===== src/drac_pkg.sv =====
// drac_pkg: shared types, instruction formats and constants for the decode front end
package drac_pkg;

    localparam int QUEUE_DEPTH = 4;  // Entries in the instruction queue

    typedef logic [63:0] bus64_t;

    localparam bus64_t RESET_PC = 64'h100;  // First fetch address after reset

    // Major opcodes of the RV64I base set that this front end recognises
    typedef enum logic [6:0] {
        OP_LUI     = 7'b0110111,
        OP_AUIPC   = 7'b0010111,
        OP_JAL     = 7'b1101111,
        OP_JALR    = 7'b1100111,
        OP_BRANCH  = 7'b1100011,
        OP_LOAD    = 7'b0000011,
        OP_STORE   = 7'b0100011,
        OP_ALU_I   = 7'b0010011,
        OP_ALU_I_W = 7'b0011011,
        OP_ALU     = 7'b0110011,
        OP_ALU_W   = 7'b0111011,
        OP_SYSTEM  = 7'b1110011
    } op_e;

    typedef enum logic [2:0] {
        F3_PRIV   = 3'b000,  // ECALL, EBREAK, xRET and WFI
        F3_CSRRW  = 3'b001,
        F3_CSRRS  = 3'b010,
        F3_CSRRC  = 3'b011,
        F3_CSRRWI = 3'b101,
        F3_CSRRSI = 3'b110,
        F3_CSRRCI = 3'b111
    } f3_system_e;

    typedef enum logic [2:0] {
        CLASS_ALU,
        CLASS_LOAD,
        CLASS_STORE,
        CLASS_BRANCH,
        CLASS_JUMP,
        CLASS_UPPER,
        CLASS_CSR,
        CLASS_ILLEGAL
    } instr_class_e;

    // Format views, all 32 bits wide so they overlay in the union below
    typedef struct packed {
        logic [6:0] func7;
        logic [4:0] rs2;
        logic [4:0] rs1;
        logic [2:0] func3;
        logic [4:0] rd;
        op_e        opcode;
    } common_fmt_t;

    typedef struct packed {
        logic [11:0] imm;
        logic [4:0]  rs1;
        logic [2:0]  func3;
        logic [4:0]  rd;
        op_e         opcode;
    } itype_fmt_t;

    typedef struct packed {
        logic [6:0] imm5;   // imm[11:5]
        logic [4:0] rs2;
        logic [4:0] rs1;
        logic [2:0] func3;
        logic [4:0] imm0;   // imm[4:0]
        op_e        opcode;
    } stype_fmt_t;

    typedef struct packed {
        logic       imm12;  // imm[12], also the sign
        logic [5:0] imm5;   // imm[10:5]
        logic [4:0] rs2;
        logic [4:0] rs1;
        logic [2:0] func3;
        logic [3:0] imm1;   // imm[4:1]
        logic       imm11;  // imm[11]
        op_e        opcode;
    } btype_fmt_t;

    typedef struct packed {
        logic [19:0] imm;   // imm[31:12]
        logic [4:0]  rd;
        op_e         opcode;
    } utype_fmt_t;

    typedef struct packed {
        logic       imm20;  // imm[20], also the sign
        logic [9:0] imm1;   // imm[10:1]
        logic       imm11;  // imm[11]
        logic [7:0] imm12;  // imm[19:12]
        logic [4:0] rd;
        op_e        opcode;
    } jtype_fmt_t;

    typedef union packed {
        common_fmt_t common;
        itype_fmt_t  itype;
        stype_fmt_t  stype;
        btype_fmt_t  btype;
        utype_fmt_t  utype;
        jtype_fmt_t  jtype;
    } instruction_t;

    // What fetch produces and the queue stores
    typedef struct packed {
        bus64_t       pc;
        instruction_t instr;
    } fetch_item_t;

    typedef struct packed {
        bus64_t       pc;
        instruction_t instr;
        instr_class_e iclass;
        logic [4:0]   rd;
        logic [4:0]   rs1;
        logic [4:0]   rs2;
        bus64_t       imm;
    } decode_out_t;

    typedef struct packed {
        logic   valid;
        bus64_t target;
    } redirect_t;

endpackage


===== src/fetch_stage.sv =====
// fetch_stage: tags incoming instruction words with the program counter and applies redirects
module fetch_stage (
    input  logic                   clk_i,
    input  logic                   arst_n_i,
    input  logic                   instr_valid_i,
    input  drac_pkg::instruction_t instr_i,
    input  logic                   queue_full_i,
    input  drac_pkg::redirect_t    redirect_i,
    output logic                   push_o,
    output drac_pkg::fetch_item_t  item_o
);

    drac_pkg::bus64_t pc_q;  // Address of the next word to be accepted
    logic             accept;

    // A word is taken only when the queue has room and no redirect is pending
    assign accept = instr_valid_i && !queue_full_i && !redirect_i.valid;

    assign push_o       = accept;
    assign item_o.pc    = pc_q;
    assign item_o.instr = instr_i;

    // Redirect has priority over the sequential advance
    always_ff @(posedge clk_i or negedge arst_n_i) begin
        if (!arst_n_i) begin
            pc_q <= drac_pkg::RESET_PC;
        end else if (redirect_i.valid) begin
            pc_q <= redirect_i.target;  // Strobe in this cycle is dropped
        end else if (accept) begin
            pc_q <= pc_q + 64'd4;
        end
    end

endmodule


===== src/instr_queue.sv =====
// instr_queue: circular FIFO of tagged instructions between fetch and decode, with flush
module instr_queue (
    input  logic                  clk_i,
    input  logic                  arst_n_i,
    input  logic                  push_i,
    input  drac_pkg::fetch_item_t item_i,
    input  logic                  pop_i,
    input  logic                  flush_i,
    output drac_pkg::fetch_item_t head_o,
    output logic                  empty_o,
    output logic                  full_o
);

    drac_pkg::fetch_item_t                         mem_q [drac_pkg::QUEUE_DEPTH];
    logic [$clog2(drac_pkg::QUEUE_DEPTH)-1:0]      rd_ptr_q;
    logic [$clog2(drac_pkg::QUEUE_DEPTH)-1:0]      wr_ptr_q;
    logic [$clog2(drac_pkg::QUEUE_DEPTH + 1)-1:0]  count_q;  // Number of stored entries

    // Pointer increment with wrap at the last entry
    function automatic logic [$clog2(drac_pkg::QUEUE_DEPTH)-1:0] ptr_inc(
        input logic [$clog2(drac_pkg::QUEUE_DEPTH)-1:0] ptr
    );
        if (int'(ptr) == drac_pkg::QUEUE_DEPTH - 1) begin
            return '0;
        end
        return ptr + 1'b1;
    endfunction

    // Fetch never pushes into a full queue so every push finds a free entry
    always_ff @(posedge clk_i) begin
        if (push_i) begin
            mem_q[wr_ptr_q] <= item_i;
        end
    end

    always_ff @(posedge clk_i or negedge arst_n_i) begin
        if (!arst_n_i) begin
            rd_ptr_q <= '0;
            wr_ptr_q <= '0;
            count_q  <= '0;
        end else if (flush_i) begin
            // Flush wins over any push or pop in the same cycle
            rd_ptr_q <= '0;
            wr_ptr_q <= '0;
            count_q  <= '0;
        end else begin
            if (push_i) begin
                wr_ptr_q <= ptr_inc(wr_ptr_q);
            end
            if (pop_i) begin
                rd_ptr_q <= ptr_inc(rd_ptr_q);
            end
            case ({push_i, pop_i})
                2'b10:   count_q <= count_q + 1'b1;
                2'b01:   count_q <= count_q - 1'b1;
                default: count_q <= count_q;  // Idle, or push and pop together
            endcase
        end
    end

    assign head_o  = mem_q[rd_ptr_q];
    assign empty_o = (count_q == '0);
    assign full_o  = (int'(count_q) == drac_pkg::QUEUE_DEPTH);

endmodule


===== src/immediate.sv =====
// immediate: builds the 64-bit immediate of an instruction from its opcode and funct3
module immediate (
    input  drac_pkg::instruction_t instr_i,
    output drac_pkg::bus64_t       imm_o
);

    logic             sign;  // Bit 31 is the sign in every format
    drac_pkg::bus64_t imm_itype;
    drac_pkg::bus64_t imm_stype;
    drac_pkg::bus64_t imm_btype;
    drac_pkg::bus64_t imm_utype;
    drac_pkg::bus64_t imm_jtype;
    drac_pkg::bus64_t imm_csr;

    assign sign = instr_i.itype.imm[11];

    assign imm_itype = {{52{sign}}, instr_i.itype.imm};
    assign imm_stype = {{52{sign}}, instr_i.stype.imm5, instr_i.stype.imm0};

    // Branch and jump offsets are in halfwords, so bit 0 is always zero
    assign imm_btype = {{52{sign}}, instr_i.btype.imm11, instr_i.btype.imm5,
                        instr_i.btype.imm1, 1'b0};
    assign imm_jtype = {{44{sign}}, instr_i.jtype.imm12, instr_i.jtype.imm11,
                        instr_i.jtype.imm1, 1'b0};

    assign imm_utype = {{32{sign}}, instr_i.utype.imm, 12'b0};

    // CSR immediate forms carry a 5-bit unsigned value in the rs1 field
    assign imm_csr = {59'b0, instr_i.common.rs1};

    always_comb begin
        case (instr_i.common.opcode)
            drac_pkg::OP_LUI,
            drac_pkg::OP_AUIPC: begin
                imm_o = imm_utype;
            end
            drac_pkg::OP_JAL: begin
                imm_o = imm_jtype;
            end
            drac_pkg::OP_JALR,
            drac_pkg::OP_LOAD,
            drac_pkg::OP_ALU_I,
            drac_pkg::OP_ALU_I_W: begin
                imm_o = imm_itype;
            end
            drac_pkg::OP_BRANCH: imm_o = imm_btype;
            drac_pkg::OP_STORE:  imm_o = imm_stype;
            drac_pkg::OP_SYSTEM: begin
                case (instr_i.common.func3)
                    drac_pkg::F3_CSRRWI,
                    drac_pkg::F3_CSRRSI,
                    drac_pkg::F3_CSRRCI: imm_o = imm_csr;
                    default:             imm_o = '0;  // Register CSR forms and PRIV
                endcase
            end
            default: begin
                imm_o = '0;  // Register-register ALU and unknown opcodes
            end
        endcase
    end

endmodule


===== src/decode_stage.sv =====
// decode_stage: pops the instruction queue, classifies each word and resolves JAL redirects
module decode_stage (
    input  logic                  clk_i,
    input  logic                  arst_n_i,
    input  logic                  empty_i,
    input  drac_pkg::fetch_item_t head_i,
    input  logic                  stall_i,
    output logic                  pop_o,
    output drac_pkg::redirect_t   redirect_o,
    output logic                  dec_valid_o,
    output drac_pkg::decode_out_t dec_o
);

    drac_pkg::bus64_t       imm;
    drac_pkg::instr_class_e iclass;
    drac_pkg::decode_out_t  decoded;
    logic                   is_jal;

    logic                   dec_valid_q;
    drac_pkg::decode_out_t  dec_q;
    logic                   redirect_valid_q;
    drac_pkg::bus64_t       redirect_target_q;

    immediate i_immediate (
        .instr_i (head_i.instr),
        .imm_o   (imm)
    );

    // No pop while a redirect is pending since the queue is flushed on the next edge
    assign pop_o = !empty_i && !stall_i && !redirect_valid_q;

    always_comb begin
        case (head_i.instr.common.opcode)
            drac_pkg::OP_LUI,
            drac_pkg::OP_AUIPC:    iclass = drac_pkg::CLASS_UPPER;
            drac_pkg::OP_JAL,
            drac_pkg::OP_JALR:     iclass = drac_pkg::CLASS_JUMP;
            drac_pkg::OP_BRANCH:   iclass = drac_pkg::CLASS_BRANCH;
            drac_pkg::OP_LOAD:     iclass = drac_pkg::CLASS_LOAD;
            drac_pkg::OP_STORE:    iclass = drac_pkg::CLASS_STORE;
            drac_pkg::OP_ALU_I,
            drac_pkg::OP_ALU_I_W,
            drac_pkg::OP_ALU,
            drac_pkg::OP_ALU_W:    iclass = drac_pkg::CLASS_ALU;
            drac_pkg::OP_SYSTEM: begin
                case (head_i.instr.common.func3)
                    drac_pkg::F3_CSRRW,
                    drac_pkg::F3_CSRRS,
                    drac_pkg::F3_CSRRC,
                    drac_pkg::F3_CSRRWI,
                    drac_pkg::F3_CSRRSI,
                    drac_pkg::F3_CSRRCI: iclass = drac_pkg::CLASS_CSR;
                    drac_pkg::F3_PRIV:   iclass = drac_pkg::CLASS_ALU;
                    default:             iclass = drac_pkg::CLASS_ALU;  // Reserved funct3 4
                endcase
            end
            default:               iclass = drac_pkg::CLASS_ILLEGAL;
        endcase
    end

    assign is_jal = (head_i.instr.common.opcode == drac_pkg::OP_JAL);

    assign decoded.pc     = head_i.pc;
    assign decoded.instr  = head_i.instr;
    assign decoded.iclass = iclass;
    assign decoded.rd     = head_i.instr.common.rd;
    assign decoded.rs1    = head_i.instr.common.rs1;
    assign decoded.rs2    = head_i.instr.common.rs2;
    assign decoded.imm    = imm;

    // Each pop captures the decoded item and its jump target
    always_ff @(posedge clk_i) begin
        if (pop_o) begin
            dec_q             <= decoded;
            redirect_target_q <= head_i.pc + imm;
        end
    end

    always_ff @(posedge clk_i or negedge arst_n_i) begin
        if (!arst_n_i) begin
            dec_valid_q      <= 1'b0;
            redirect_valid_q <= 1'b0;
        end else begin
            dec_valid_q      <= pop_o;
            redirect_valid_q <= pop_o && is_jal;  // Drops after one cycle since pop is blocked
        end
    end

    assign dec_valid_o       = dec_valid_q;
    assign dec_o             = dec_q;
    assign redirect_o.valid  = redirect_valid_q;
    assign redirect_o.target = redirect_target_q;

endmodule


===== src/frontend_top.sv =====
// frontend_top: fetch, instruction queue and decode of the in-order front end
module frontend_top (
    input  logic                   clk_i,
    input  logic                   arst_n_i,
    input  logic                   instr_valid_i,
    input  drac_pkg::instruction_t instr_i,
    input  logic                   stall_i,
    output logic                   full_o,
    output logic                   dec_valid_o,
    output drac_pkg::decode_out_t  dec_o
);

    logic                  push;
    drac_pkg::fetch_item_t fetch_item;
    logic                  pop;
    drac_pkg::fetch_item_t head_item;
    logic                  queue_empty;
    logic                  queue_full;
    drac_pkg::redirect_t   redirect;  // From decode back to fetch and the queue

    fetch_stage i_fetch_stage (
        .clk_i         (clk_i),
        .arst_n_i      (arst_n_i),
        .instr_valid_i (instr_valid_i),
        .instr_i       (instr_i),
        .queue_full_i  (queue_full),
        .redirect_i    (redirect),
        .push_o        (push),
        .item_o        (fetch_item)
    );

    instr_queue i_instr_queue (
        .clk_i    (clk_i),
        .arst_n_i (arst_n_i),
        .push_i   (push),
        .item_i   (fetch_item),
        .pop_i    (pop),
        .flush_i  (redirect.valid),
        .head_o   (head_item),
        .empty_o  (queue_empty),
        .full_o   (queue_full)
    );

    decode_stage i_decode_stage (
        .clk_i       (clk_i),
        .arst_n_i    (arst_n_i),
        .empty_i     (queue_empty),
        .head_i      (head_item),
        .stall_i     (stall_i),
        .pop_o       (pop),
        .redirect_o  (redirect),
        .dec_valid_o (dec_valid_o),
        .dec_o       (dec_o)
    );

    assign full_o = queue_full;

endmodule


===== config.mk =====
export PLATFORM = sky130hd
export DESIGN_NAME = frontend_top
export DESIGN_NICKNAME = d
export VERILOG_FILES = /design/src/drac_pkg.sv /design/src/fetch_stage.sv /design/src/instr_queue.sv /design/src/immediate.sv /design/src/decode_stage.sv /design/src/frontend_top.sv
export SDC_FILE = /design/constraint.sdc
export NUM_CORES = 1
export LEC_CHECK = 0
export ABC_AREA = 1
export BUFFER_PORTS_ARGS = -buffer_cell sky130_fd_sc_hd__buf_2
export CORE_ASPECT_RATIO = 1.5
export CORE_UTILIZATION = 45
export CTS_CLUSTER_SIZE = 20
export DETAILED_ROUTE_END_ITERATION = 6
export GPL_TIMING_DRIVEN = 1
export REMOVE_ABC_BUFFERS = 1
export SYNTH_ARGS = -nofsm -noshare
export SYNTH_HDL_FRONTEND = slang
export SYNTH_HIERARCHICAL = 1
export SYNTH_SLANG_ARGS = --single-unit

===== constraint.sdc =====
create_clock -name clk_i -period 22.3 [get_ports clk_i]
set_input_delay 2.23 -clock clk_i [delete_from_list [all_inputs] [get_ports clk_i]]
set_output_delay 2.23 -clock clk_i [all_outputs]
set_load 0.02 [all_outputs]

* Word level (Yosys, flattened, before mapping)
Memory sizes are Yosys's and may differ from the RTL's.
Cells that the tools add are included.
** Operators by class
- Add/sub/neg operators :: 6
- Muxes and demuxes :: 24
- Reductions and logical operators :: 19
- Equality and inequality tests :: 23
** Operators with widths (count)
- one-hot mux 64 bit (6 select lines) :: 1
- 2-to-1 mux 64 bit :: 2
- adder 64 x 3 -> 64 bit (second input constant) :: 1
- adder 64 bit :: 1
- equality test 7 x 6 -> 1 bit (second input constant) :: 4
- equality test 7 bit (second input constant) :: 4
- equality test 7 x 5 -> 1 bit (second input constant) :: 3
- one-hot mux 3 bit (7 select lines) :: 1
- 2-to-1 mux 2 bit :: 8
- equality test 3 bit (second input constant) :: 4
- 2-to-1 mux 1 bit :: 8
- OR reduction 4 bit :: 2
- equality test 7 x 2 -> 1 bit (second input constant) :: 1
- equality test 2 x 1 -> 1 bit (second input constant) :: 3
- equality test 3 x 2 -> 1 bit (second input constant) :: 2
- 2-to-1 mux 3 bit :: 2
- one-hot mux 3 bit (2 select lines) :: 1
- OR reduction 6 bit :: 1
- logical AND 1 bit :: 5
- 2-to-1 mux 5 bit :: 1
- adder 2 x 1 -> 2 bit (second input constant) :: 2
- zero test 1 bit :: 4
- nonzero test 2 bit :: 2
- OR reduction 2 bit :: 2
- 7 further kinds :: 7
** Storage, ports and cells
- Input port bits :: 36
- Word-level logic and storage cells :: 87
- Memory bits (writable) :: 384
- Output and inout port bits :: 180
- Flip-flop bits (word level) :: 315
- Memories kept :: 1
** Memory list
- i_instr_queue.mem_q :: depth 4, width 96, rd ports 1, clocked after Yosys merged registers in 0, write ports 1, RTL line instr_queue.sv:14 : drac_pkg::fetch_item_t mem_q [drac_pkg::QUEUE_DEPTH];

* Logic depth before layout (Yosys ltp)
Gate-level depths: netlist (run 1).
- Depth after elaboration :: 9
- Mapped depth :: 28
- Depth with buffers taken out :: 24

* Cells and area by module
Netlist (run 1), hierarchy kept.
** Modules (own cells, without submodules)
- instr_queue :: instances 1, area an instance 14736.6 um^2, sequential area each 11706.2 um^2, cells each 992
- decode_stage :: instances 1, area an instance 13136.3 um^2, sequential area each 6866.6 um^2, cells each 1561
- fetch_stage :: instances 1, area an instance 5208.7 um^2, sequential area each 1602.8 um^2, cells each 851
- immediate :: instances 1, area an instance 992.2 um^2, sequential area each 0.0 um^2, cells each 196

* Worst setup path after synthesis (run 1)
Ideal clock, no wire load.
- Kind :: input-to-reg
- Start :: input port stall_i
- End :: register i_instr_queue/count_q[1] (netlist bit)
- Required time :: 22.168 ns
- Arrival :: 20.178 ns
- Setup slack :: 1.990 ns
- Stages :: 6
- Setup time :: 0.132 ns
- Cells stage by stage :: nor3_1 > inv_1 > nor2_1 > fa_1 > nand3_1 > nand2_1
** Between the ends
- Cells in the longest elaborated chain, start to end :: 6
- Elaborated cells between the ends (all ways) :: 8
** Ends and longest elaborated chain
- start, declared :: RTL line frontend_top.sv:7 : input logic stall_i,
- zero test 1 bit * :: RTL line decode_stage.sv:30 : assign pop_o = !empty_i && !stall_i && !redirect_valid_q;
- logical AND 1 bit * (2 in series) :: RTL line decode_stage.sv:30
- equality test 2 x 1 -> 1 bit / equality test 2 bit (equally long branches) :: RTL line instr_queue.sv:53 : case ({push_i, pop_i})
- one-hot mux 3 bit (2 select lines) :: RTL line instr_queue.sv:53
- 2-to-1 mux 3 bit :: RTL line instr_queue.sv:41 : end else if (flush_i) begin
- end signal, assigned :: RTL line instr_queue.sv:54 : 2'b10: count_q <= count_q + 1'b1;
- end signal, assigned :: RTL line instr_queue.sv:55 : 2'b01: count_q <= count_q - 1'b1;
- end signal, assigned :: RTL line instr_queue.sv:56 : default: count_q <= count_q;
- end, declared :: RTL line instr_queue.sv:17 : logic [$clog2(drac_pkg::QUEUE_DEPTH + 1)-1:0] count_q;
Mark *: on every way between the ends. The rest lies on a longest branch, timed or not.
A chain may end at the register's enable or synchronous reset.

==> out/results.txt, run 1 <==
The DRC violations left is 0. Worst-margin pin slew: 1130 ps. The number of cells in the finished layout apart from fillers was 4802; the share of the yosys chip area belonging to registers was 0.5921. Buffers placed on the I/O ports in this run total 215. Source of the worst hold timing path: i_decode_stage/redirect_target_q[43]. The async set-or-reset flop fraction in the synthesized netlist works out to 0.1067. Based on the critical path, the design can be clocked at up to 151.8 MHz. In the final design database the tool counted 3856 nets. The initial antenna violation count is 1.

The run gives 3 as the level count of the clock H-tree. The die covers 76850 um^2. The tools report the overall power as 5.926 mW. The worst setup path is launched from a flip-flop.

The tools report the final number of max-transition violations as 0. The fraction of layout instances using a drive strength above 1 came out at 0.1276. Gates resized during post-CTS repair numbered 0. After floorplanning, the core was divided into 123 placement rows.

The placed instances occupy a cell area of 35510 um^2. The worst setup path is captured at a flip-flop. The clock tree skew after final layout is 20.44 ps, and the residual overflow from global routing is 0. In this run the remaining antenna-violating nets after routing total 0.

In this run the count of I/O pins placed on the die edge is 216. The minimum clock period after layout was 6588 ps; the wire length per cell after detailed routing was 22.01 um. In the layout the commonest cells are 1036 x sky130_fd_sc_hd__nand2_1, 611 x sky130_fd_sc_hd__edfxtp_1, 426 x sky130_fd_sc_hd__nor2_1. Yosys mapped a number of flops with a built-in enable equal to 611.

In this run the critical register-to-register path is captured at i_decode_stage/redirect_target_q[63]. Number of hold violations in the final report: 0. A synthesized cell averages 9.465 um^2. The weighted congestion reported at the end of routability-driven placement is 1.016. The floorplan step defined a core boundary enclosing 74950 um^2. Across the VDD grid, the largest voltage drop is 76.50 uV. Measured along the y axis, the die boundary spans 339.0 um.

The cell family contributing the most delay on the critical path is simple AND/OR/NAND/NOR gates. Dominant register cell in the synthesized netlist: sky130_fd_sc_hd__edfxtp_1. Length of the first detailed-routing pass in iterations: 5. The adder-cell share of the synthesized area was 0.02651. The via density per instance works out to 5.255. Initial core utilization: 0.4546. Capture endpoint of the worst hold path: i_fetch_stage/pc_q[43]. Data on the critical path is required at its endpoint by 22680 ps. Path type of the worst setup path: reg -> reg. The length in cells of the worst reg-to-reg path came out at 22. The relative slew slack was 0.2469; the total power divided by cell area was 157.1 nW/um^2.

The Yosys warning count was 6; the reported max-cap violation count was 0. In this run, synthesis produced a sequential element count of 684. Clock tree synthesis found a total of 684 sinks. The detailed router placed 25230 vias in this run. The master cell of the clock root buffer was sky130_fd_sc_hd__clkbuf_16. The mux cell area share after synthesis is 0. The synthesized cell area was 34070 um^2; the critical path's largest stage delay was 710 ps. The critical-path cell with the highest stage delay was sky130_fd_sc_hd__buf_4. The finished cells cover 37720 um^2.

For this block, the initial DRC count from the detailed router was 1736. The flow ran to the end, and the final reports show no timing, DRC or antenna violations. For the number of global-route vias before repair, the log shows 24100. The share of the clock period used by the worst path after layout works out to 0.2954.

The most common library cell in the layout ignoring fill and taps was sky130_fd_sc_hd__nand2_1. The number of buffers added by the clock tree synthesis step was 67. The largest family of logic cells by synthesized area is simple AND/OR/NAND/NOR gates. The signal on the critical path passes through buf_4 > buf_4 > o21ai_0 > o22ai_1 > nand2_2 > nor2_2 > nand2_1 > nand4_1 > nand2_1 > nand2_2 > buf_4 > ha_1 > nand2_1 > inv_1 > nand2_1 > nand2_1 > a21oi_1 > nand2_1 > a21oi_1 > nand2_1 > nand2_1 > nand2_1. The area growth from synthesis to layout is 10.71%. The tools report the maximum number of buffers from clock root to sink as 3.

TritonCTS built the clock tree. The clock latency reported for the late side of the worst-skew pair was 630 ps. The run gives 6970 ps as the arrival time reported for the critical path endpoint. Counting tap cells, the placed design contains a total of 4680 instances. The largest fanout on the critical path was 68. The most numerous cell on the critical path was sky130_fd_sc_hd__nand2_1. The startpoint identified for the worst register-to-register timing path is i_instr_queue/rd_ptr_q[0]. Summed over all nets, the half-perimeter wirelength after detailed placement is 76520 um. The simple-gate share of the synthesized area was 0.2194. Synthesis produced 3600 cells.

Accumulated negative setup slack: 0 ps. Setup slack on the worst reg-to-reg path comes out at 15710 ps. The clock edge transition at the registers on the reported setup and hold paths is 70 ps, and the total track usage is 0.2757. Measured along the x axis, the die boundary spans 226.7 um.

The leakage component of the power came out at 15.79 nW. The post-CTS setup buffer count came out at 0. Type of the most critical hold path: reg -> reg. The number of buffer and inverter instances along the worst setup path is 4, and the first-pass GRT wire length is 152800 um. For this block, the routed nets add up to 105700 um of wire. The area share of xor/xnor cells in the synthesized design was 0.01542.

Setup repair after global routing left no endpoint under its margin. The synthesized-area fraction occupied by ao, oa, aoi and oai cells was 0.06455. The worst hold path was traced through 2 stages. The netlist uses 47 different library cells.

Entering global routing, the biggest net connects 78 pins. Hold repair after CTS inserted 0 buffers. Setup violations remaining at the end of the flow were counted as 0.
## synth_stat cells (11+ instances only)
cell,instances,area [um^2]
sky130_fd_sc_hd__xor2_1,53,464.2
sky130_fd_sc_hd__o22ai_1,96,600.6
sky130_fd_sc_hd__nor3_1,18,90.09
sky130_fd_sc_hd__a21oi_1,43,215.2
sky130_fd_sc_hd__clkbuf_1,28,105.1
sky130_fd_sc_hd__inv_1,426,1599
sky130_fd_sc_hd__nor2_4,14,157.7
sky130_fd_sc_hd__o21ai_1,86,430.4
sky130_fd_sc_hd__nand2_1,1037,3892
sky130_fd_sc_hd__nand3_1,139,695.7
sky130_fd_sc_hd__buf_4,88,660.6
sky130_fd_sc_hd__nand3_2,16,160.2
sky130_fd_sc_hd__nor2_2,34,212.7
sky130_fd_sc_hd__dfrtp_1,72,1802
sky130_fd_sc_hd__edfxtp_1,611,18350
sky130_fd_sc_hd__nand2_2,38,237.7
sky130_fd_sc_hd__buf_6,22,247.7
sky130_fd_sc_hd__o211ai_1,11,82.58
sky130_fd_sc_hd__nand4_1,45,281.5
sky130_fd_sc_hd__buf_2,23,115.1
sky130_fd_sc_hd__o21ai_0,145,725.7
sky130_fd_sc_hd__nor2_1,426,1599
sky130_fd_sc_hd__ha_1,69,863.3
## sequential cells by signal (all words and copies together) (netlist names)
name                              cells
i_decode_stage/dec_valid_o            1
i_instr_queue/count_q                 3
i_decode_stage/dec_o                163
i_instr_queue/rd_ptr_q                2
i_decode_stage/redirect_valid_q       1
i_instr_queue/wr_ptr_q                2
i_instr_queue/mem_q                 384
i_decode_stage/redirect_target_q     64
i_fetch_stage/pc_q                   64
## layout make-up
class | count | area [um^2]
flip-flops and latches | 684 | 20180
diodes | 1 | 2.502
clock buffers | 86 | 1841
clock inverters | 35 | 366.6
well taps | 1000 | 1251
multi-input cells | 2314 | 11110
fillers | 6948 | 37230
inverters | 435 | 1649
repair buffers | 247 | 1319
## layer usage
metal	vias up	wire length (um)	global-route usage
li1	12120	-	-
met1	12020	38920	0.3087
met2	836	52700	0.4728
met3	260	5228	0.03727
met4	2	8801	0.2073
met5	-	17	0
## through the flow
stage | setup slack [ps] | utilization | hold slack (ps)
2_1_floorplan | 1986 | - | 425.5
3_3_place_gp | 15950 | 0.4738 | 446.6
3_5_place_dp | 15870 | 0.4738 | 457.9
4_1_cts | 15830 | 0.5033 | 471.6
5_1_grt | 15330 | 0.5033 | 493.2
6_report | 15710 | 0.5033 | 467.3
## cells by family after synthesis
logic type | Yosys count
AO/OA/AOI/OAI | 400
XOR/XNOR | 60
adder cells (fa/ha/maj) | 71
buffers and inverters | 602
flip-flops | 684
AND/OR/NAND/NOR | 1783
## worst min-delay path, delay by kind of cell (launching register included)
family / cells / cell delay, ps
AND/OR/NAND/NOR: 2 / 120
flip-flops: 1 / 320
## report_power, final
part / internal (mW) / leakage, nW / switching (mW)
combinational: 0.649 / 7.97 / 1.88
clock: 0.649 / 1.07 / 0.497
sequential: 2.01 / 6.75 / 0.247
## worst max path at each step
stage,from,endpoint,slack [ps],cells after the start
2_1_floorplan,stall_i,i_instr_queue/count_q[1],1990,6
3_3_place_gp,i_instr_queue/rd_ptr_q[0],i_decode_stage/redirect_target_q[63],15950,22
3_5_place_dp,i_instr_queue/rd_ptr_q[0],i_decode_stage/redirect_target_q[63],15870,22
4_1_cts,i_instr_queue/rd_ptr_q[0],i_decode_stage/redirect_target_q[63],15830,22
5_1_grt,i_instr_queue/rd_ptr_q[0],i_decode_stage/redirect_target_q[63],15330,22
6_report,i_instr_queue/rd_ptr_q[0],i_decode_stage/redirect_target_q[63],15710,22
(Power assumes the default switching activity.)
==> run 2, diff against run 1 <==
Settings changed: ABC_AREA 1 to 0.
Clock period 22.3 ns to 5.5 ns, I/O delays scaled along.
==> run 2 against run 1 <==
Against the previous run:
- routed wire length decreased by 25%
- critical path depth down 8
- die area down 11%
- largest power group unchanged
- global-route usage fell by 4.1 points
- clock power rose to 3.9 times the previous value
- critical endpoint is now i_decode_stage/redirect_target_q[44]
- maximum frequency grew 28%
- via count decreased by 29%
- largest cell class unchanged
==> out/results.txt, run 2 <==
Average footprint of a synthesized cell: 15.15 um^2. The number of buffers added by the clock tree synthesis step was 66; the DRC violations left was 0. The relative slew slack was 0.2937; the final core utilization was 0.5161. Number of hold violations in the final report: 0.

At the worst endpoint, the required time is 5930 ps. The cell count after synthesis came out at 1995. Summed over all cells, the static leakage comes to 12.31 nW. By area the synthesized netlist is led by sky130_fd_sc_hd__edfxtp_1 61%, sky130_fd_sc_hd__mux4_2 7.2%, sky130_fd_sc_hd__dfrtp_1 6.0%. The worst-case IR drop observed on VDD is 422.2 uV.

The number of flip-flops in the largest register was 384. The number of DRC violations after detailed-routing iteration 0 is 1422. For the final routed database, the setup TNS stands at 0 ps. The first global-routing pass estimated 116400 um of wire. The number of primary I/O pins is 216, and the number of global-route vias before repair is 18300. The signal on the critical path passes through mux4_2 > buf_4 > mux2_4 > nor4_4 > buf_4 > a21o_1 > ha_1 > nand2_1 > or3_1 > or4_1 > o21ba_2 > o21ai_1 > a2111oi_0 > a311oi_1.

The commonest cells after synthesis are 611 x sky130_fd_sc_hd__edfxtp_1, 129 x sky130_fd_sc_hd__nand2_1, 96 x sky130_fd_sc_hd__mux4_2. The most numerous cell on the critical path was sky130_fd_sc_hd__buf_4. The weighted congestion reported at the end of routability-driven placement is 0.9053, and the number of setup violations in the final report is 0. The via density per instance was 5.713.

The tool flagged a number of max-cap violations equal to 0. The register name with the most flops is i_instr_queue/mem_q. The library cell with the largest summed area after synthesis is sky130_fd_sc_hd__edfxtp_1. Along the worst path, the maximum fanout reaches 13. In the layout the commonest cells are 611 x sky130_fd_sc_hd__edfxtp_1, 214 x sky130_fd_sc_hd__buf_2, 129 x sky130_fd_sc_hd__nand2_1. Clock sink count: 684.

For the residual antenna-violating net count after detailed routing, the log shows 0. Compared with the post-synthesis result, the final layout area differs by 13.72%. At the placement stage, the worst setup path has a slack of 213.1 ps.

The run gives 2314 as the total number of nets in the final design. The worst setup slack for register-to-register paths was 350 ps; the share of the clock period used by the worst path after layout was 0.9357. During synthesis, Yosys emitted a total of 6 warnings. After clock tree synthesis, the clock-pin slew on the worst setup and hold paths is 70 ps. For the final number of max-transition violations, the log shows 0. The level count of the clock H-tree was 3. The flow ran to the end, and the final reports show no timing, DRC or antenna violations. The type of the most critical hold path is in -> reg. The die width works out to 213.6 um.

Input and output buffers added on the ports amount to 215. The area of the placeable core is 66620 um^2, and the fraction of layout instances using a drive strength above 1 is 0.2375. The tools report the highest achievable clock rate as 194.3 MHz.

Synthesis inferred 684 register bits. Entering global routing, the biggest net connects 132 pins. The number of stages on the worst hold path was 1.

The path type of the worst setup path is reg -> reg. Share of the synthesized area in the top cell type: 0.6069. The startpoint identified for the worst register-to-register timing path is i_instr_queue/rd_ptr_q[0].

After synthesis the cells add up to 30230 um^2. The async set-or-reset flop fraction in the synthesized netlist is 0.1067, and the initial antenna violation count is 2. TritonCTS built the clock tree. The library cell used most frequently in the layout, excluding fill and tap cells, is sky130_fd_sc_hd__edfxtp_1. The wire length per cell after detailed routing came out at 25.14 um. The detailed router placed 17980 vias in this run. The critical path's largest stage delay came out at 590 ps.

In this run the critical register-to-register path is captured at i_decode_stage/redirect_target_q[44]. For the worst setup path, the data arrival time is 5570 ps. For the total track usage, the log shows 0.2351. The critical path startpoint category was a flip-flop.

The number of cells in the finished layout apart from fillers is 3147. The area of the die was 68250 um^2; the number of enable flip-flop cells after synthesis was 611. The first TritonRoute pass finished after 5 iterations. Counting along the longest clock path gives a buffer depth of 3. The total power divided by cell area was 663.8 nW/um^2.

Critical-path cell with the highest stage delay: sky130_fd_sc_hd__mux4_2. Master cell of the clock root buffer: sky130_fd_sc_hd__clkbuf_16. The floorplan has 116 rows.

For the pin with the worst max-slew slack, the measured transition is 1059 ps. For the number of unique standard cell types used by synthesis, the log shows 93. The worst hold path terminates at i_instr_queue/mem_q[1][23].

The initial core utilization is 0.4538. Among all flip-flop cells after synthesis, the most frequent one is sky130_fd_sc_hd__edfxtp_1. Between clock sinks in the finished design, the worst skew comes to 24.17 ps. In this run the most critical hold path is launched from instr_i[23]. Once placement completed, the tool counted placed cells totaling 3020. Summed over all layers, the global routing overflow is 0. The run gives 353.6 ps as the slack of the critical path. The most common cell in the synthesized netlist is sky130_fd_sc_hd__edfxtp_1. The length in cells of the worst reg-to-reg path was 14. The later pin in the worst-skew pair is clocked with a latency of 620 ps. The half-perimeter wire length after detailed placement is 55890 um, and the total length of routed wires is 79120 um. Height of the die: 319.5 um.

The nature of the critical path endpoint is a flip-flop. The run gives 0.6673 as the share of the yosys chip area belonging to registers. Counting I/O delays and the setup requirement, the final critical path takes 5146 ps.
==> run 2: area by class of cell <==
cell class / instances / area (um^2)
multi-input cells: 1119 / 8954
clock inverters: 34 / 315.3
well taps: 885 / 1107
inverters: 30 / 112.6
clock buffers: 88 / 1837
diodes: 1 / 2.502
repair buffers: 306 / 1868
fillers: 5565 / 32240
flip-flops and latches: 684 / 20180
==> run 2: worst max path at each step <==
stage / slack (ps) / endpoint / start / depth (start not counted)
floorplan: -13830 / i_instr_queue/count_q[0] / i_decode_stage/redirect_valid_q / 4
global placement: 250 / i_decode_stage/redirect_target_q[60] / i_instr_queue/rd_ptr_q[0] / 15
detailed placement: 210 / i_decode_stage/redirect_target_q[60] / i_instr_queue/rd_ptr_q[0] / 15
CTS: 170 / i_decode_stage/redirect_target_q[60] / i_instr_queue/rd_ptr_q[0] / 15
global route: -70 / i_decode_stage/redirect_target_q[60] / i_instr_queue/rd_ptr_q[0] / 16
finish: 350 / i_decode_stage/redirect_target_q[44] / i_instr_queue/rd_ptr_q[0] / 14
==> run 2: worst max-delay path: cells and delay by family, from the launching register on <==
family / cells / cell delay, ps
fa+ha+maj: 1 / 220
simple gates: 4 / 1570
buf+inv: 2 / 450
flops: 1 / 580
mux: 2 / 890
compound gates: 5 / 1230
==> run 2: routing by layer <==
metal  track usage  vias up  share of wire
met3       0.02946      136          0.035
met4        0.1025        0          0.043
met2        0.4351      493           0.54
met1        0.2670     9178           0.38
li1              -     8171              -
met5             0        -              0
==> run 2: cell families after synthesis <==
logic type	after synthesis	synth area share
simple gates	471	0.08236
compound gates	373	0.07938
xor+xnor	98	0.02839
mux	105	0.07474
buf+inv	192	0.03758
flops	684	0.6673
fa+ha+maj	72	0.03021
==> run 2: stage by stage <==
step | cell area (um^2) | hold WS (ps) | total power, mW
floorplan | 29210 | 254.4 | 14.97
global placement | 32180 | 436.7 | 18.35
detailed placement | 32180 | 444.5 | 18.48
CTS | 34350 | 111.6 | 23.07
global route | 34380 | 133.4 | 24.05
finish | 34380 | 145.7 | 22.82
==> run 2: report_power, final <==
part / leakage, nW / internal, mW / switching, mW
Sequential: 6.52 / 8.11 / 0.966
Combinational: 4.74 / 3.37 / 5.86
Clock: 1.05 / 2.57 / 1.95
Total: 12.3 / 14.0 / 8.78
==> run 2: timing repair <==
item / 4_1_cts / 5_1_grt
setup buffers: 0 / 3
hold buffers: 1 / 0
endpoints found under the setup margin: 0 / 3
resized for setup: 0 / 3
endpoints found under the hold margin: 23 / 0
==> run 3, diff against run 2 <==
Settings changed: CAP_MARGIN set to 20, CORE_UTILIZATION 45 to 55, PLACE_DENSITY set to 0.77.
==> run 3 against run 2 <==
Against the previous run:
- the run now ends with design-rule violations left
- sequential share of layout area is 1.5 points higher
- core utilization is 10 points higher
- clock power is 6.9% lower
- critical path depth stayed put
==> out/results.txt, run 3 (synthesis gave the netlist of run 2 again) <==
Clock edge transition at the registers on the reported setup and hold paths: 70 ps. The logs give 0 for the post-CTS setup buffer count and 31480 um^2 for the area after detailed placement. TritonCTS built the clock tree.

The register with the most flip-flops in the layout has 384 of them. The final hold slack came out at 133.1 ps. The worst setup path is captured at a flip-flop. The run gives 0 as the number of setup violations in the final report.

The detail route stage leaves a number of antenna-violating nets equal to 0. The number of buffers inserted by port buffering works out to 215. The worst-margin pin slew was 1082 ps. The first global-routing pass estimated 111200 um of wire. Dividing the detail-routed wire length by the instance count gives 26.09 um.

The level count of the clock H-tree is 2, and the total power divided by cell area is 658.7 nW/um^2. For the half-perimeter wire length after detailed placement, the log shows 51790 um. The length of the first detailed-routing pass in iterations came out at 7.

The initial core utilization was 0.5598; the fill cell total of the finished layout was 3890. The tool flagged a number of max-cap violations equal to 0. In this run the power spent charging and discharging nets is 8.568 mW. The run gives 2246 as the total number of nets in the final design.

Setup repair after global routing left no endpoint under its margin. The tools report the portion of total power attributed to the clock network as 0.191. The root buffer cell chosen for the clock tree is sky130_fd_sc_hd__clkbuf_16.

The tools report the share of total power in combinational logic as 0.397. The number of hold violations in the final report was 0; the relative slew slack was 0.2773. The die width was 193.4 um. The run gives 0.412 as the register share of total power. No sink is reached through more buffers than the 3 on the longest clock path.

The path type of the worst setup path is reg -> reg. From synthesis to final layout, the design area changed by 10.82%. The analysis attributes to cell leakage a power of 11.91 nW. STA classifies the critical path startpoint as a flip-flop.

The share of the clock period used by the worst path after layout came out at 0.9666. Design area: 33500 um^2. The number of DRC violations after detailed-routing iteration 0 is 1661, and the clock sink count is 684. The most numerous cell on the critical path is sky130_fd_sc_hd__buf_4. The final number of max-transition violations is 0, and the internal power is 13.50 mW. The number of buffer and inverter instances along the worst setup path is 2. Timing analysis after detailed placement gives a worst setup slack of 157.7 ps. The via density per instance came out at 6.287.

Walking the worst path, the cells encountered are mux4_2 > buf_4 > nor3b_2 > nor4_4 > buf_4 > a21o_1 > ha_1 > nand2_1 > or3_1 > or4_1 > o21ba_2 > o21ai_1 > a211oi_1 > a311oi_1. i_instr_queue/mem_q holds more flip-flops than any other register. The routed layout has 18130 vias. The run finished, with violations left. Arrival time reported for the critical path endpoint: 5680 ps. Number of global-route vias before repair: 18210. The tools report the initial antenna violation count as 5. Among all stages on the critical path, the largest delay is contributed by sky130_fd_sc_hd__mux4_2. Leaving out fill and tap cells, the most frequent cell in the layout is sky130_fd_sc_hd__edfxtp_1. The clock tree skew after final layout is 21.77 ps, and the maximum number of pins on one net before global-route repair is 120.

The tightest min-delay check is of the in -> reg type. The area of the die is 55930 um^2, and the slack of the critical path is 183.9 ps. Height of the die: 289.1 um. The clock period could shrink to 5316 ps.

In this run the worst path has a maximum fanout of 16. Weighted congestion reported at the end of routability-driven placement: 0.9588. In this run the standard cell core region covers 54000 um^2. The top cell types in the final layout, fill and taps aside, are 611 x sky130_fd_sc_hd__edfxtp_1, 214 x sky130_fd_sc_hd__buf_2, 129 x sky130_fd_sc_hd__nand2_1. The tools report the DRC violations left as 16. The share of total power consumed by net switching was 0.3882. The checks that failed: design-rule violations. The kind of cell adding the most delay to the critical path is simple AND/OR/NAND/NOR gates.

The floorplan has 104 rows. The total track usage was 0.2680. The tools report the residual overflow from global routing as 0. The required time of the critical path was 5860 ps. The tools report the total length of routed wires as 75230 um. Peak ir drop on the vdd network: 317.6 uV. The tools report the accumulated negative setup slack as 0 ps.

The clock reaches the later pin of the worst-skew pair after 630 ps. The number of buffers added by the clock tree synthesis step was 60; the fraction of layout instances using a drive strength above 1 was 0.2159. The number of primary I/O pins was 216; the highest achievable clock rate was 188.1 MHz. The final core utilization is 0.6204, and the critical path's largest stage delay is 690 ps.
run 3: changes by cell type in the layout (fill, tap and decap cells not counted), sizes merged, moves of 3 or more:
| cell | delta |
|---|---|
| inv | -3 |
| clkinv | +5 |
| buf | -62 |
| diode | +3 |
| clkbuf | -12 |
run 3: power by group through the flow:
stage	Combinational (mW)	Sequential (mW)	Clock [mW]
final	8.76	9.10	4.21
after global routing	9.32	9.26	4.47
after CTS	8.75	9.11	4.28
after detailed placement	8.70	9.19	0
after global placement	8.57	9.07	0
after floorplan	5.06	9.91	0
run 3: area by class of cell:
type | count | area, um^2 | share of cell area
Timing Repair Buffer | 244 | 1386 | 0.04138
Clock buffer | 76 | 1624 | 0.04847
Antenna cell | 4 | 10.01 | 0.0002988
Clock inverter | 38 | 354.1 | 0.01057
Tap cell | 689 | 862.1 | 0.02573
Sequential cell | 684 | 20180 | 0.6025
Multi-Input combinational cell | 1119 | 8970 | 0.2677
Inverter | 30 | 112.6 | 0.003361
run 3: routing by layer:
metal  share of wire  track usage  vias to the layer above
li1                -            -                     8031
met5         0.00016            0                        -
met3           0.046      0.03178                      188
met4           0.060       0.1608                        2
met2            0.54       0.4927                      722
met1            0.35       0.3009                     9190
run 3: per-stage QoR:
stage,cells,power [mW]
floorplan,1833,14.97
finish,2884,22.07
detailed placement,2765,17.89
global route,2884,23.05
CTS,2880,22.14
global placement,2765,17.64
run 3: final timing paths:
| check | cells past startpoint | end | slack, ps | from |
|---|---|---|---|---|
| min | 1 | i_instr_queue/mem_q[2][21] | 130 | instr_i[21] |
| max reg2reg | 14 | i_decode_stage/redirect_target_q[48] | 180 | i_instr_queue/rd_ptr_q[0] |
| max in group asynchronous | 3 | i_fetch_stage/pc_q[57] | 3970 | arst_n_i |
| max | 14 | i_decode_stage/redirect_target_q[48] | 180 | i_instr_queue/rd_ptr_q[0] |
| min in group asynchronous | 2 | i_fetch_stage/pc_q[0] | 390 | arst_n_i |
| min reg2reg | 2 | i_fetch_stage/pc_q[4] | 460 | i_decode_stage/redirect_target_q[4] |
run 3: repair_timing:
action / CTS / global route
setup endpoints to repair: 0 / 10
endpoints found under the hold margin: 23 / 0
hold buffers: 1 / 0
resized for setup: 0 / 5
